$ cat src/stall_consts.svh
/*
 * Stall-injection bridge constants
 * Bus widths, FIFO depth, debug register map and LFSR seeds
 */
`ifndef STALL_CONSTS_SVH
`define STALL_CONSTS_SVH

// Data and address width of the load/store port
`define STALL_DW          32
// Width of every stall count
`define STALL_CNT_W       8
// Outstanding transfers allowed, power of two
`define STALL_FIFO_DEPTH  4

// Debug register map
`define STALL_REG_MODE    2'd0
`define STALL_REG_MAX     2'd1
`define STALL_REG_GNT     2'd2
`define STALL_REG_VALID   2'd3

// LFSR start values, must be nonzero
`define STALL_GNT_SEED    16'hb5c3
`define STALL_VLD_SEED    16'h4e2d

`endif

$ cat src/stall_pkg.sv
/*
 * Stall-injection bridge types
 * Mode encoding plus request, response and configuration structs
 */
`default_nettype none

`include "stall_consts.svh"

package stall_pkg;

    ////////////////////
    // Stall mode
    ////////////////////

    // Encoding 3 is unused and acts like off
    typedef enum logic [1:0] {
        STALL_OFF      = 2'd0,
        STALL_STANDARD = 2'd1,
        STALL_RANDOM   = 2'd2
    } stall_mode_e;

    ////////////////////
    // Port payloads
    ////////////////////

    // Request fields, same layout on core and memory side
    typedef struct packed {
        logic [`STALL_DW-1:0]   addr;
        logic [`STALL_DW-1:0]   wdata;
        logic                   we;
        logic [`STALL_DW/8-1:0] be;
    } core_req_t;

    // Read data returned with rvalid
    typedef struct packed {
        logic [`STALL_DW-1:0] rdata;
    } mem_rsp_t;

    ////////////////////
    // Configuration
    ////////////////////

    // Max applies in random mode, gnt/valid counts in standard mode
    typedef struct packed {
        stall_mode_e            mode;
        logic [`STALL_CNT_W-1:0] max_stall;
        logic [`STALL_CNT_W-1:0] gnt_stall;
        logic [`STALL_CNT_W-1:0] valid_stall;
    } stall_cfg_t;

endpackage

`default_nettype wire

$ cat src/stall_cfg_regs.sv
/*
 * Stall configuration registers
 * Mode and stall counts, written through the debug port
 */
`default_nettype none

`include "stall_consts.svh"

module stall_cfg_regs
    import stall_pkg::*;
(
    input  logic                 clk_i,
    input  logic                 rst_i,

    // Debug write port
    input  logic                 dbg_req_i,
    input  logic                 dbg_we_i,
    input  logic [1:0]           dbg_addr_i,
    input  logic [`STALL_DW-1:0] dbg_wdata_i,

    // Current configuration to both paths
    output stall_cfg_t           cfg_o
);

    stall_cfg_t cfg_q;
    logic       wr_en;

    // Reads are not supported, only writes change state
    assign wr_en = dbg_req_i && dbg_we_i;

    ////////////////////
    // Register write
    ////////////////////

    always_ff @(posedge clk_i) begin
        if (rst_i) begin
            // Off mode, all counts zero
            cfg_q.mode        <= STALL_OFF;
            cfg_q.max_stall   <= '0;
            cfg_q.gnt_stall   <= '0;
            cfg_q.valid_stall <= '0;
        end else if (wr_en) begin
            // Low bits of write data go to the addressed field
            case (dbg_addr_i)
                `STALL_REG_MODE: begin
                    cfg_q.mode <= stall_mode_e'(dbg_wdata_i[1:0]);
                end
                `STALL_REG_MAX: begin
                    cfg_q.max_stall <= dbg_wdata_i[`STALL_CNT_W-1:0];
                end
                `STALL_REG_GNT: begin
                    cfg_q.gnt_stall <= dbg_wdata_i[`STALL_CNT_W-1:0];
                end
                `STALL_REG_VALID: begin
                    cfg_q.valid_stall <= dbg_wdata_i[`STALL_CNT_W-1:0];
                end
            endcase
        end
    end

    assign cfg_o = cfg_q;

endmodule

`default_nettype wire

$ cat src/stall_delay_gen.sv
/*
 * Stall delay generator
 * Loads a fixed or LFSR-derived count on start and counts it down
 */
`default_nettype none

`include "stall_consts.svh"

module stall_delay_gen
    import stall_pkg::*;
#(
    parameter logic [15:0] SEED = 16'hace1
) (
    input  logic                    clk_i,
    input  logic                    rst_i,

    // One-cycle pulse, loads a new count at the next edge
    input  logic                    start_i,

    input  stall_mode_e             mode_i,
    input  logic [`STALL_CNT_W-1:0] max_i,
    input  logic [`STALL_CNT_W-1:0] fixed_i,

    // High while idle at zero and no load is pending
    output logic                    done_o
);

    localparam int CW = `STALL_CNT_W;

    logic [15:0]   lfsr_q;
    logic          lfsr_fb;
    logic [15:0]   rnd_span;
    logic [15:0]   rnd_val;
    logic [CW-1:0] load_val;
    logic [CW-1:0] cnt_q;

    ////////////////////
    // Random source
    ////////////////////

    // Fibonacci LFSR, taps 16 14 13 11, maximal length
    assign lfsr_fb = lfsr_q[15] ^ lfsr_q[13] ^ lfsr_q[12] ^ lfsr_q[10];

    // Free running, so the drawn value depends on start timing too
    always_ff @(posedge clk_i) begin
        if (rst_i) begin
            lfsr_q <= SEED;
        end else begin
            lfsr_q <= {lfsr_q[14:0], lfsr_fb};
        end
    end

    // Range 0 to max inclusive
    assign rnd_span = 16'(max_i) + 16'd1;
    assign rnd_val  = lfsr_q % rnd_span;

    ////////////////////
    // Count selection
    ////////////////////

    always_comb begin
        case (mode_i)
            STALL_STANDARD: load_val = fixed_i;
            STALL_RANDOM:   load_val = rnd_val[CW-1:0];
            // Off and the spare encoding, no stall
            default:        load_val = '0;
        endcase
    end

    ////////////////////
    // Down counter
    ////////////////////

    always_ff @(posedge clk_i) begin
        if (rst_i) begin
            cnt_q <= '0;
        end else if (start_i) begin
            cnt_q <= load_val;
        end else if (cnt_q != '0) begin
            cnt_q <= cnt_q - 1'b1;
        end
    end

    // A load of N gives done again N cycles after the loading edge
    assign done_o = (cnt_q == '0) && !start_i;

endmodule

`default_nettype wire

$ cat src/stall_req_path.sv
/*
 * Request path of the stall bridge
 * Delays the core grant, limits outstanding transfers and queues
 * granted requests toward memory
 */
`default_nettype none

`include "stall_consts.svh"

module stall_req_path
    import stall_pkg::*;
(
    input  logic       clk_i,
    input  logic       rst_i,

    // Core side
    input  logic       core_req_i,
    input  core_req_t  core_data_i,
    output logic       core_gnt_o,

    // Memory side
    output logic       mem_req_o,
    output core_req_t  mem_data_o,
    input  logic       mem_gnt_i,

    // One pulse per response handed back to the core
    input  logic       rsp_done_i,

    input  stall_cfg_t cfg_i
);

    localparam int DEPTH = `STALL_FIFO_DEPTH;
    localparam int PTR_W = $clog2(DEPTH);
    localparam int CNT_W = $clog2(DEPTH + 1);

    typedef enum logic {
        REQ_IDLE,
        REQ_STALL
    } req_state_e;

    req_state_e       state_q, state_d;
    core_req_t        fifo_mem [DEPTH];
    logic [PTR_W-1:0] wr_ptr_q, rd_ptr_q;
    logic [CNT_W-1:0] fifo_cnt_q;
    logic [CNT_W-1:0] outst_q;
    logic             fifo_full, fifo_empty, has_room;
    logic             stall_start, stall_done;
    logic             push, pop;

    assign fifo_full  = fifo_cnt_q == CNT_W'(DEPTH);
    assign fifo_empty = fifo_cnt_q == '0;
    // Outstanding count also covers entries still in the FIFO
    assign has_room   = !fifo_full && (outst_q < CNT_W'(DEPTH));

    ////////////////////
    // Grant FSM
    ////////////////////

    always_comb begin
        state_d     = state_q;
        stall_start = 1'b0;
        core_gnt_o  = 1'b0;
        case (state_q)
            REQ_IDLE: begin
                // Request only counts as seen once there is room
                if (core_req_i && has_room) begin
                    stall_start = 1'b1;
                    state_d     = REQ_STALL;
                end
            end
            REQ_STALL: begin
                if (stall_done) begin
                    core_gnt_o = 1'b1;
                    state_d    = REQ_IDLE;
                end
            end
            default: state_d = REQ_IDLE;
        endcase
    end

    always_ff @(posedge clk_i) begin
        if (rst_i) begin
            state_q <= REQ_IDLE;
        end else begin
            state_q <= state_d;
        end
    end

    stall_delay_gen #(
        .SEED    (`STALL_GNT_SEED)
    ) gnt_delay_i (
        .clk_i   (clk_i),
        .rst_i   (rst_i),
        .start_i (stall_start),
        .mode_i  (cfg_i.mode),
        .max_i   (cfg_i.max_stall),
        .fixed_i (cfg_i.gnt_stall),
        .done_o  (stall_done)
    );

    ////////////////////
    // Outstanding count
    ////////////////////

    always_ff @(posedge clk_i) begin
        if (rst_i) begin
            outst_q <= '0;
        end else begin
            case ({core_gnt_o, rsp_done_i})
                2'b10:   outst_q <= outst_q + 1'b1;
                2'b01:   outst_q <= outst_q - 1'b1;
                default: outst_q <= outst_q;
            endcase
        end
    end

    ////////////////////
    // Request FIFO
    ////////////////////

    // Granted request enters in the grant cycle
    assign push = core_gnt_o;
    assign pop  = mem_req_o && mem_gnt_i;

    always_ff @(posedge clk_i) begin
        if (push) begin
            fifo_mem[wr_ptr_q] <= core_data_i;
        end
    end

    // Pointers wrap naturally at a power-of-two depth
    always_ff @(posedge clk_i) begin
        if (rst_i) begin
            wr_ptr_q   <= '0;
            rd_ptr_q   <= '0;
            fifo_cnt_q <= '0;
        end else begin
            if (push) begin
                wr_ptr_q <= wr_ptr_q + 1'b1;
            end
            if (pop) begin
                rd_ptr_q <= rd_ptr_q + 1'b1;
            end
            case ({push, pop})
                2'b10:   fifo_cnt_q <= fifo_cnt_q + 1'b1;
                2'b01:   fifo_cnt_q <= fifo_cnt_q - 1'b1;
                default: fifo_cnt_q <= fifo_cnt_q;
            endcase
        end
    end

    // Head stays on the bus until memory grants it
    assign mem_req_o  = !fifo_empty;
    assign mem_data_o = fifo_mem[rd_ptr_q];

endmodule

`default_nettype wire

$ cat src/stall_resp_path.sv
/*
 * Response path of the stall bridge
 * Buffers memory responses and releases each one to the core after
 * its valid stall
 */
`default_nettype none

`include "stall_consts.svh"

module stall_resp_path
    import stall_pkg::*;
(
    input  logic       clk_i,
    input  logic       rst_i,

    // Memory side, never back-pressured
    input  logic       mem_rvalid_i,
    input  mem_rsp_t   mem_rsp_i,

    // Core side
    output logic       core_rvalid_o,
    output mem_rsp_t   core_rsp_o,

    // Pulse per released response, frees one outstanding slot
    output logic       rsp_done_o,

    input  stall_cfg_t cfg_i
);

    localparam int DEPTH = `STALL_FIFO_DEPTH;
    localparam int PTR_W = $clog2(DEPTH);
    localparam int CNT_W = $clog2(DEPTH + 1);

    mem_rsp_t         fifo_mem [DEPTH];
    logic [PTR_W-1:0] wr_ptr_q, rd_ptr_q;
    logic [CNT_W-1:0] fifo_cnt_q;
    logic             head_armed_q;
    logic             fifo_empty;
    logic             stall_start, stall_done;
    logic             push, pop;

    ////////////////////
    // Response FIFO
    ////////////////////

    // Outstanding limit upstream keeps this from overflowing
    assign push       = mem_rvalid_i;
    assign fifo_empty = fifo_cnt_q == '0;

    always_ff @(posedge clk_i) begin
        if (push) begin
            fifo_mem[wr_ptr_q] <= mem_rsp_i;
        end
    end

    always_ff @(posedge clk_i) begin
        if (rst_i) begin
            wr_ptr_q   <= '0;
            rd_ptr_q   <= '0;
            fifo_cnt_q <= '0;
        end else begin
            if (push) begin
                wr_ptr_q <= wr_ptr_q + 1'b1;
            end
            if (pop) begin
                rd_ptr_q <= rd_ptr_q + 1'b1;
            end
            case ({push, pop})
                2'b10:   fifo_cnt_q <= fifo_cnt_q + 1'b1;
                2'b01:   fifo_cnt_q <= fifo_cnt_q - 1'b1;
                default: fifo_cnt_q <= fifo_cnt_q;
            endcase
        end
    end

    ////////////////////
    // Release control
    ////////////////////

    // New head present and no stall running for it yet
    assign stall_start = !fifo_empty && !head_armed_q;

    // Armed from the start pulse until the entry is popped
    always_ff @(posedge clk_i) begin
        if (rst_i) begin
            head_armed_q <= 1'b0;
        end else if (pop) begin
            head_armed_q <= 1'b0;
        end else if (stall_start) begin
            head_armed_q <= 1'b1;
        end
    end

    stall_delay_gen #(
        .SEED    (`STALL_VLD_SEED)
    ) vld_delay_i (
        .clk_i   (clk_i),
        .rst_i   (rst_i),
        .start_i (stall_start),
        .mode_i  (cfg_i.mode),
        .max_i   (cfg_i.max_stall),
        .fixed_i (cfg_i.valid_stall),
        .done_o  (stall_done)
    );

    // Single-cycle rvalid, head popped in the same cycle
    assign core_rvalid_o = head_armed_q && stall_done;
    assign core_rsp_o    = fifo_mem[rd_ptr_q];
    assign pop           = core_rvalid_o;
    assign rsp_done_o    = core_rvalid_o;

endmodule

`default_nettype wire

$ cat src/random_stall_unit.sv
/*
 * Stall-injection bridge top
 * Sits between the core load/store port and data memory
 */
`default_nettype none

`include "stall_consts.svh"

module random_stall_unit
    import stall_pkg::*;
(
    input  logic                 clk_i,
    input  logic                 rst_i,

    ////////////////////
    // Core side
    ////////////////////
    input  logic                 core_req_i,
    input  core_req_t            core_data_i,
    output logic                 core_gnt_o,
    output logic                 core_rvalid_o,
    output mem_rsp_t             core_rsp_o,

    ////////////////////
    // Memory side
    ////////////////////
    output logic                 mem_req_o,
    output core_req_t            mem_data_o,
    input  logic                 mem_gnt_i,
    input  logic                 mem_rvalid_i,
    input  mem_rsp_t             mem_rsp_i,

    ////////////////////
    // Debug write port
    ////////////////////
    input  logic                 dbg_req_i,
    input  logic                 dbg_we_i,
    input  logic [1:0]           dbg_addr_i,
    input  logic [`STALL_DW-1:0] dbg_wdata_i
);

    stall_cfg_t cfg;
    // Response release back to the outstanding counter
    logic       rsp_done;

    stall_cfg_regs cfg_regs_i (
        .clk_i       (clk_i),
        .rst_i       (rst_i),
        .dbg_req_i   (dbg_req_i),
        .dbg_we_i    (dbg_we_i),
        .dbg_addr_i  (dbg_addr_i),
        .dbg_wdata_i (dbg_wdata_i),
        .cfg_o       (cfg)
    );

    // Grant side stall and request queue
    stall_req_path req_path_i (
        .clk_i       (clk_i),
        .rst_i       (rst_i),
        .core_req_i  (core_req_i),
        .core_data_i (core_data_i),
        .core_gnt_o  (core_gnt_o),
        .mem_req_o   (mem_req_o),
        .mem_data_o  (mem_data_o),
        .mem_gnt_i   (mem_gnt_i),
        .rsp_done_i  (rsp_done),
        .cfg_i       (cfg)
    );

    // Valid side stall and response queue
    stall_resp_path resp_path_i (
        .clk_i         (clk_i),
        .rst_i         (rst_i),
        .mem_rvalid_i  (mem_rvalid_i),
        .mem_rsp_i     (mem_rsp_i),
        .core_rvalid_o (core_rvalid_o),
        .core_rsp_o    (core_rsp_o),
        .rsp_done_o    (rsp_done),
        .cfg_i         (cfg)
    );

endmodule

`default_nettype wire

$ cat config.mk
export PLATFORM = sky130hd
export DESIGN_NAME = random_stall_unit
export DESIGN_NICKNAME = d
export VERILOG_FILES = /design/src/stall_pkg.sv /design/src/stall_cfg_regs.sv /design/src/stall_delay_gen.sv /design/src/stall_req_path.sv /design/src/stall_resp_path.sv /design/src/random_stall_unit.sv
export VERILOG_INCLUDE_DIRS = /design/src
export SDC_FILE = /design/constraint.sdc
export NUM_CORES = 1
export LEC_CHECK = 0
export ABC_AREA = 1
export BUFFER_PORTS_ARGS = -buffer_cell sky130_fd_sc_hd__buf_2
export CORE_ASPECT_RATIO = 1.1
export CORE_UTILIZATION = 55
export DETAILED_ROUTE_END_ITERATION = 8
export PLACE_DENSITY = 0.75
export SKIP_LAST_GASP = 1
export SLEW_MARGIN = 20
export SYNTH_ARGS = -nofsm -noshare
export SYNTH_HDL_FRONTEND = slang
export SYNTH_SLANG_ARGS = --single-unit
$ cat constraint.sdc
create_clock -name clk_i -period 30.4 [get_ports clk_i]
set_input_delay 4.56 -clock clk_i [delete_from_list [all_inputs] [get_ports clk_i]]
set_output_delay 4.56 -clock clk_i [all_outputs]
set_load 0.02 [all_outputs]
==> flow_metrics.py, run 1 <==
metrics = {
    "floorplan": {
        "ios": 246,
        "die_w_um": 227,
        "die-area_sq_um": 56600,
        "die_h_um": 249,
        "row_count": 90,
        "coreArea_sq_um": 54800,
        "start_util_pct": 55.8,
    },
    "finish": {
        "nNetsFinal": 4096,
        "drive_above_1_share_pct": 19.4,
        "multiInputGateArea_sq_um": 15200,
        "final-seq-area_sq_um": 14100,
        "synthToLayoutAreaGrowth_pct": 15.3,
        "final_common_cell": "nand2_1",
        "post-route-util_pct": 64.3,
        "layout.cells.most_common_list": "558 x nand2_1, 404 x edfxtp_1, 362 x nor2_1, 345 x o21ai_0, 317 x inv_1",
        "nFillCells": 4426,
    },
    "critical_path": {
        "required_ns": 30.86,
        "critPathKind": "flop to flop",
        "cp_common_cell": "nand2_1",
        "start_kind": "flop",
        "startpoint": "cfg_regs_i.cfg_o[18]$_SDFFE_PP0P_",
        "rr_startpoint": "cfg_regs_i.cfg_o[18]$_SDFFE_PP0P_",
        "max_stage_delay_ns": 0.46,
        "ff2ff_path_depth": 223,
        "slowest_stage": "dfxtp_1",
        "worstSetupEndpoint": "req_path_i.gnt_delay_i.cnt_q[2]$_SDFFE_PP0P_",
        "ff2ff_setup_slack_ns": 2.25,
        "endpoint_kind": "flop",
        "crit_arrival_ns": 28.62,
        "r2r_end": "req_path_i.gnt_delay_i.cnt_q[2]$_SDFFE_PP0P_",
        "path_max_fanout": 12,
    },
    "yosys": {
        "yosys_warnings": 0,
        "avgSynthCellArea_sq_um": 8.90,
        "synth_ff_type": "edfxtp_1",
        "netlist_instances": 3437,
        "ys_seq_area_share_pct": 46.0,
        "ys_types": 58,
        "async_flop_share_pct": 0,
        "synth-edff-count": 404,
        "synth.top_cell.area_share_pct": 39.7,
        "synth_seq_cells": 501,
        "synth_area_leaders": "edfxtp_1 40%, ha_1 9.6%, nand2_1 7.0%",
        "synth_top_area_cell": "edfxtp_1",
        "syn-num-nets": 3819,
        "synth_area_sq_um": 30600,
    },
    "clock_tree": {
        "clk_path_buf_depth": 3,
        "cts_hold_buf": 0,
        "insertion_delay_ns": 0.59,
        "cts.sinks": 501,
        "cts_tree": "yes",
        "clk_pin_slew_worst_paths_ns": 0.06,
        "htree_levels": 2,
        "cts_inserted_buffers": 48,
        "cts-root-buf": "clkbuf_16",
    },
    "sta": {
        "period_minus_slack_ns": 28.15,
        "report.final.slew_viol_count": 0,
        "fin_skew_ns": 0.0205,
        "fin_hold_ws_ns": 0.447,
        "slew_headroom_pct": 29.2,
        "timing.setup.tns_ns": 0,
        "hold_violations": 0,
        "max_freq_ghz": 0.0355,
        "tightest_slew_ns": 1.06,
        "final-setup-viol-count": 0,
        "fin_crit_sh_pct": 92.6,
    },
    "drt": {
        "drt-initial-drc-count": 1255,
        "num_vias": 24300,
        "wire_per_inst_um": 15.0,
        "drc_errors": 0,
        "drt_wl_total_mm": 67.6,
        "drtPass1Iterations": 7,
        "ant_nets": 0,
        "routed_via_density": 5.40,
    },
    "global_route": {
        "grtUsageTotal_pct": 23.2,
        "grt_pass1_wl_mm": 107,
        "antenna_found_initial": 15,
        "grt.overflow.total": 0,
        "gr-usage-met3_pct": 5.65,
        "grt_max_degree": 117,
        "gr-usage-met1_pct": 27.1,
        "grt.busiest_layer": "met2",
        "grt_pass1_vias": 22900,
        "use_met2_pct": 41.6,
    },
    "hold_path": {
        "hp-class": "flop to flop",
        "whs_path_depth": 1,
    },
    "place": {
        "place_congestion": 0.827,
        "dp_hpwl_mm": 43.6,
        "io_buffer_count": 221,
    },
    "flow_run": {
        "maxCapViolCount": 0,
    },
    "outcome": {
        "outcome": "finished, final reports clean",
    },
}
-- repair_timing --
item / in CTS / in global routing
endpoints found under the setup margin: 16 / 16
setup buffers: 2 / 85
gates resized for setup: 20 / 155
pin swaps: 0 / 75
gates cloned: 0 / 6
-- worst min-delay path by stage --
stage,startpoint,end,slack [ns]
2_1_floorplan,resp_path_i.vld_delay_i.lfsr_q[11]$_SDFF_PP1_,resp_path_i.vld_delay_i.lfsr_q[12]$_SDFF_PP0_,0.42
3_3_place_gp,req_path_i.outst_q[0]$_SDFFE_PP0P_,req_path_i.outst_q[0]$_SDFFE_PP0P_,0.44
3_5_place_dp,resp_path_i.vld_delay_i.lfsr_q[11]$_SDFF_PP1_,resp_path_i.vld_delay_i.lfsr_q[12]$_SDFF_PP0_,0.44
4_1_cts,req_path_i.fifo_cnt_q[0]$_SDFFE_PP0P_,req_path_i.fifo_cnt_q[0]$_SDFFE_PP0P_,0.45
5_1_grt,resp_path_i.vld_delay_i.lfsr_q[14]$_SDFF_PP1_,resp_path_i.vld_delay_i.lfsr_q[15]$_SDFF_PP0_,0.48
6_report,req_path_i.fifo_cnt_q[0]$_SDFFE_PP0P_,req_path_i.fifo_cnt_q[0]$_SDFFE_PP0P_,0.45
-- synthesized netlist by cell type (4+ instances only) --
cell,n
xnor2_1,78
or2_1,4
nand3_4,6
nand3_1,156
a21oi_1,97
buf_4,8
nor2_2,6
nor2_1,379
nor4_1,7
a21o_1,56
and2_1,7
nand2_1,568
buf_2,5
o21bai_1,23
nand3_2,38
o21ai_0,381
o211ai_1,4
inv_2,20
nand2_4,10
dfxtp_1,97
a31oi_1,7
nor2_4,14
nor3_1,19
edfxtp_1,404
nand4_1,25
nand3b_1,9
o31ai_1,10
a21oi_2,4
buf_6,6
clkinv_1,6
inv_1,329
o21a_1,6
or2_2,45
ha_1,235
o21ai_2,4
fa_1,5
clkbuf_1,102
o21ai_1,26
o22ai_1,102
a211oi_1,5
nand2_2,44
xor2_1,60
-- layer usage --
metal,share of wire [%],vias to the layer above
li1,-,12400
met1,41,11300
met2,51,437
met3,5.7,138
met4,2.5,12
met5,0.11,-
-- sequential cells by signal (all words and copies together) (netlist names), named ones only --
signal	cells
req_path_i.wr_ptr_q	2
req_path_i.rd_ptr_q	2
resp_path_i.fifo_mem	128
req_path_i.state_q	1
resp_path_i.vld_delay_i.lfsr_q	16
req_path_i.fifo_cnt_q	3
resp_path_i.fifo_cnt_q	3
req_path_i.gnt_delay_i.lfsr_q	16
resp_path_i.head_armed_q	1
req_path_i.outst_q	3
resp_path_i.rd_ptr_q	2
req_path_i.gnt_delay_i.cnt_q	8
resp_path_i.vld_delay_i.cnt_q	8
req_path_i.fifo_mem	276
resp_path_i.wr_ptr_q	2
cfg_regs_i.cfg_o	26
-- kinds of logic after synthesis --
group | Yosys count | share of synthesized area (%)
and+or+nand+nor | 1346 | 20.4
AOI/OAI and AO/OA | 732 | 13.5
DFF | 501 | 46.0
buffers and inverters | 480 | 6.21
adders and majority gates | 240 | 9.94
xor gates and xnor gates | 138 | 3.95
-- worst max-delay path, delay by kind of cell (launching register included) --
family / cells / cell delay [ns]
DFF: 1 / 0.46
buffers and inverters: 28 / 2.25
and+or+nand+nor: 109 / 10.67
adders and majority gates: 15 / 4.33
AOI/OAI and AO/OA: 71 / 10.23
-- layout make-up --
type	count	share of cell area [%]
Inverter	355	3.89
Clock inverter	22	0.657
Timing Repair Buffer	346	5.90
Tap cell	736	2.61
Clock buffer	66	3.79
Timing Repair inverter	3	0.0426
Multi-Input combinational cell	2459	43.1
Sequential cell	501	40.0
Antenna cell	8	0.0568
-- stage by stage --
stage	setup slack, ns	instance area [sq um]	std cells
6_report	2.25	35200	4496
3_3_place_gp	-0.247	32400	4307
5_1_grt	-0.379	35200	4493
4_1_cts	0.0123	34000	4397
2_1_floorplan	0.469	30600	3437
3_5_place_dp	-0.708	32400	4307
Power of run 1 is not shown: default switching activity piles up to over one toggle a cycle in this logic, so the estimate is an artifact.
==> run 2, diff against run 1 <==
--- a/config.mk
+++ b/config.mk
@@ -8,8 +8,10 @@
 export LEC_CHECK = 0
 export ABC_AREA = 1
 export BUFFER_PORTS_ARGS = -buffer_cell sky130_fd_sc_hd__buf_2
+export CELL_PAD_IN_SITES_DETAIL_PLACEMENT = 1
+export CELL_PAD_IN_SITES_GLOBAL_PLACEMENT = 1
 export CORE_ASPECT_RATIO = 1.1
-export CORE_UTILIZATION = 55
+export CORE_UTILIZATION = 42
 export DETAILED_ROUTE_END_ITERATION = 8
 export PLACE_DENSITY = 0.75
 export SKIP_LAST_GASP = 1
==> run 2 against run 1 <==
  * Fmax increased by 0.51%
  * Non-clock buffer count increased by 11
  * Via count increased by 2.1%
  * Count of clock-buffer cells in the layout fell by 8
  * Global-route usage decreased by 2.3 points
  * Register-to-register slack better by 0.14 ns
  * Critical path type unchanged
==> flow_metrics.py, run 2 (synthesis results as in run 1) <==
metrics = {
    "drt": {
        "num_vias": 24800,
        "wire_per_inst_um": 17.1,
        "drc_errors": 0,
        "drtPass1Iterations": 8,
        "ant_nets": 0,
        "drt-initial-drc-count": 972,
        "routed_via_density": 5.25,
        "drt_wl_total_mm": 80.8,
    },
    "sta": {
        "hold_violations": 0,
        "final-setup-viol-count": 0,
        "fin_hold_ws_ns": 0.451,
        "tightest_slew_ns": 1.08,
        "report.final.slew_viol_count": 0,
        "fin_skew_ns": 0.0265,
        "period_minus_slack_ns": 28.01,
        "slew_headroom_pct": 27.8,
        "fin_crit_sh_pct": 92.1,
        "max_freq_ghz": 0.0357,
    },
    "clock_tree": {
        "cts.sinks": 501,
        "clk_path_buf_depth": 3,
        "insertion_delay_ns": 0.61,
        "cts-root-buf": "clkbuf_16",
        "cts_inserted_buffers": 50,
        "cts_tree": "yes",
        "clk_pin_slew_worst_paths_ns": 0.06,
        "htree_levels": 2,
    },
    "outcome": {
        "outcome": "finished, final reports clean",
    },
    "hold_path": {
        "holdPathEnd": "req_path_i.outst_q[0]$_SDFFE_PP0P_",
        "whs_path_depth": 1,
        "hp-class": "flop to flop",
        "hold_start": "req_path_i.outst_q[0]$_SDFFE_PP0P_",
    },
    "floorplan": {
        "coreArea_sq_um": 71900,
        "die_w_um": 259,
        "start_util_pct": 42.5,
        "row_count": 103,
        "die_h_um": 285,
        "die-area_sq_um": 73900,
        "ios": 246,
    },
    "critical_path": {
        "cp_common_cell": "nand2_1",
        "ff2ff_path_depth": 222,
        "ff2ff_setup_slack_ns": 2.39,
        "rr_startpoint": "cfg_regs_i.cfg_o[18]$_SDFFE_PP0P_",
        "critPathKind": "flop to flop",
        "slowest_stage": "dfxtp_1",
        "max_stage_delay_ns": 0.46,
        "start_kind": "flop",
        "crit_arrival_ns": 28.48,
        "required_ns": 30.87,
        "path_max_fanout": 12,
        "endpoint_kind": "flop",
        "r2r_end": "req_path_i.gnt_delay_i.cnt_q[2]$_SDFFE_PP0P_",
    },
    "place": {
        "place_congestion": 0.793,
        "io_buffer_count": 221,
        "dp_hpwl_mm": 55.3,
    },
    "global_route": {
        "grt.overflow.total": 0,
        "grtUsageTotal_pct": 20.9,
        "grt_max_degree": 99,
        "grt_pass1_vias": 25200,
        "grt_pass1_wl_mm": 126,
        "antenna_found_initial": 17,
    },
    "finish": {
        "synthToLayoutAreaGrowth_pct": 16.8,
        "largest_reg_flops": 276,
        "final_common_cell": "nand2_1",
        "drive_above_1_share_pct": 20.0,
        "nNetsFinal": 4105,
        "layout.cells.most_common_list": "559 x nand2_1, 404 x edfxtp_1, 361 x nor2_1, 349 x o21ai_0, 313 x inv_1",
        "max_flop_register": "req_path_i.fifo_mem",
    },
    "flow_run": {
        "maxCapViolCount": 0,
    },
}
==> run 2: repair_timing <==
action | 4_1_cts | 5_1_grt
gates resized for setup | 24 | 155
pin swaps | 2 | 78
buffers inserted | 5 | 73
hold buffers | 0 | 0
gates cloned | 0 | 2
endpoints found under the setup margin | 16 | 16
==> run 2: per-stage QoR <==
step / std cells / setup WS (ns) / TNS [ns] / utilization (%) / cell area [sq um]
detailed placement: 4536 / -1.09 / -13.24 / 45.6 / 32800
CTS: 4635 / 0.00395 / 0 / 48.0 / 34500
global placement: 4536 / -0.129 / -0.883 / 45.6 / 32800
global route: 4719 / -0.331 / -4.12 / 49.7 / 35700
finish: 4722 / 2.39 / 0 / 49.7 / 35700
floorplan: 3437 / 0.469 / 0 / - / 30600
==> run 2: worst max path at each step <==
stage                                            startpoint                                       endpoint  depth (start not counted)
after floorplan           cfg_regs_i.cfg_o[16]$_SDFFE_PP0P_   req_path_i.gnt_delay_i.cnt_q[1]$_SDFFE_PP0P_                        227
after global placement    cfg_regs_i.cfg_o[16]$_SDFFE_PP0P_   req_path_i.gnt_delay_i.cnt_q[1]$_SDFFE_PP0P_                        218
after detailed placement  cfg_regs_i.cfg_o[16]$_SDFFE_PP0P_   req_path_i.gnt_delay_i.cnt_q[3]$_SDFFE_PP0P_                        220
after CTS                 cfg_regs_i.cfg_o[16]$_SDFFE_PP0P_   req_path_i.gnt_delay_i.cnt_q[2]$_SDFFE_PP0P_                        224
after global routing      cfg_regs_i.cfg_o[16]$_SDFFE_PP0P_  resp_path_i.vld_delay_i.cnt_q[7]$_SDFFE_PP0P_                        225
final                     cfg_regs_i.cfg_o[18]$_SDFFE_PP0P_   req_path_i.gnt_delay_i.cnt_q[2]$_SDFFE_PP0P_                        222
==> run 2: cell type report <==
| class | count | area [sq um] |
|---|---|---|
| Timing Repair Buffer | 357 | 2150 |
| Antenna cell | 12 | 30.0 |
| Clock buffer | 58 | 1280 |
| Fill cell | 8508 | 36200 |
| Clock inverter | 36 | 335 |
| Sequential cell | 501 | 14100 |
| Inverter | 355 | 1360 |
| Multi-Input combinational cell | 2458 | 15300 |
| Tap cell | 945 | 1180 |
==> run 2: worst max-delay path: cells and delay by family, from the launching register on <==
| family | cells | cell delay, ns |
|---|---|---|
| simple gates | 107 | 10.54 |
| compound gates | 73 | 10.35 |
| fa+ha+maj | 15 | 4.34 |
| buf+inv | 27 | 2.12 |
| flops | 1 | 0.46 |
==> run 2: layer usage <==
metal	GRT usage [%]	share of wire (%)	up-vias
met5	0	0.090	-
met4	7.31	3.0	12
met1	25.3	43	12000
met3	2.85	3.7	126
li1	-	-	12300
met2	37.7	50	354
Power of run 2 is left out for the same reason.
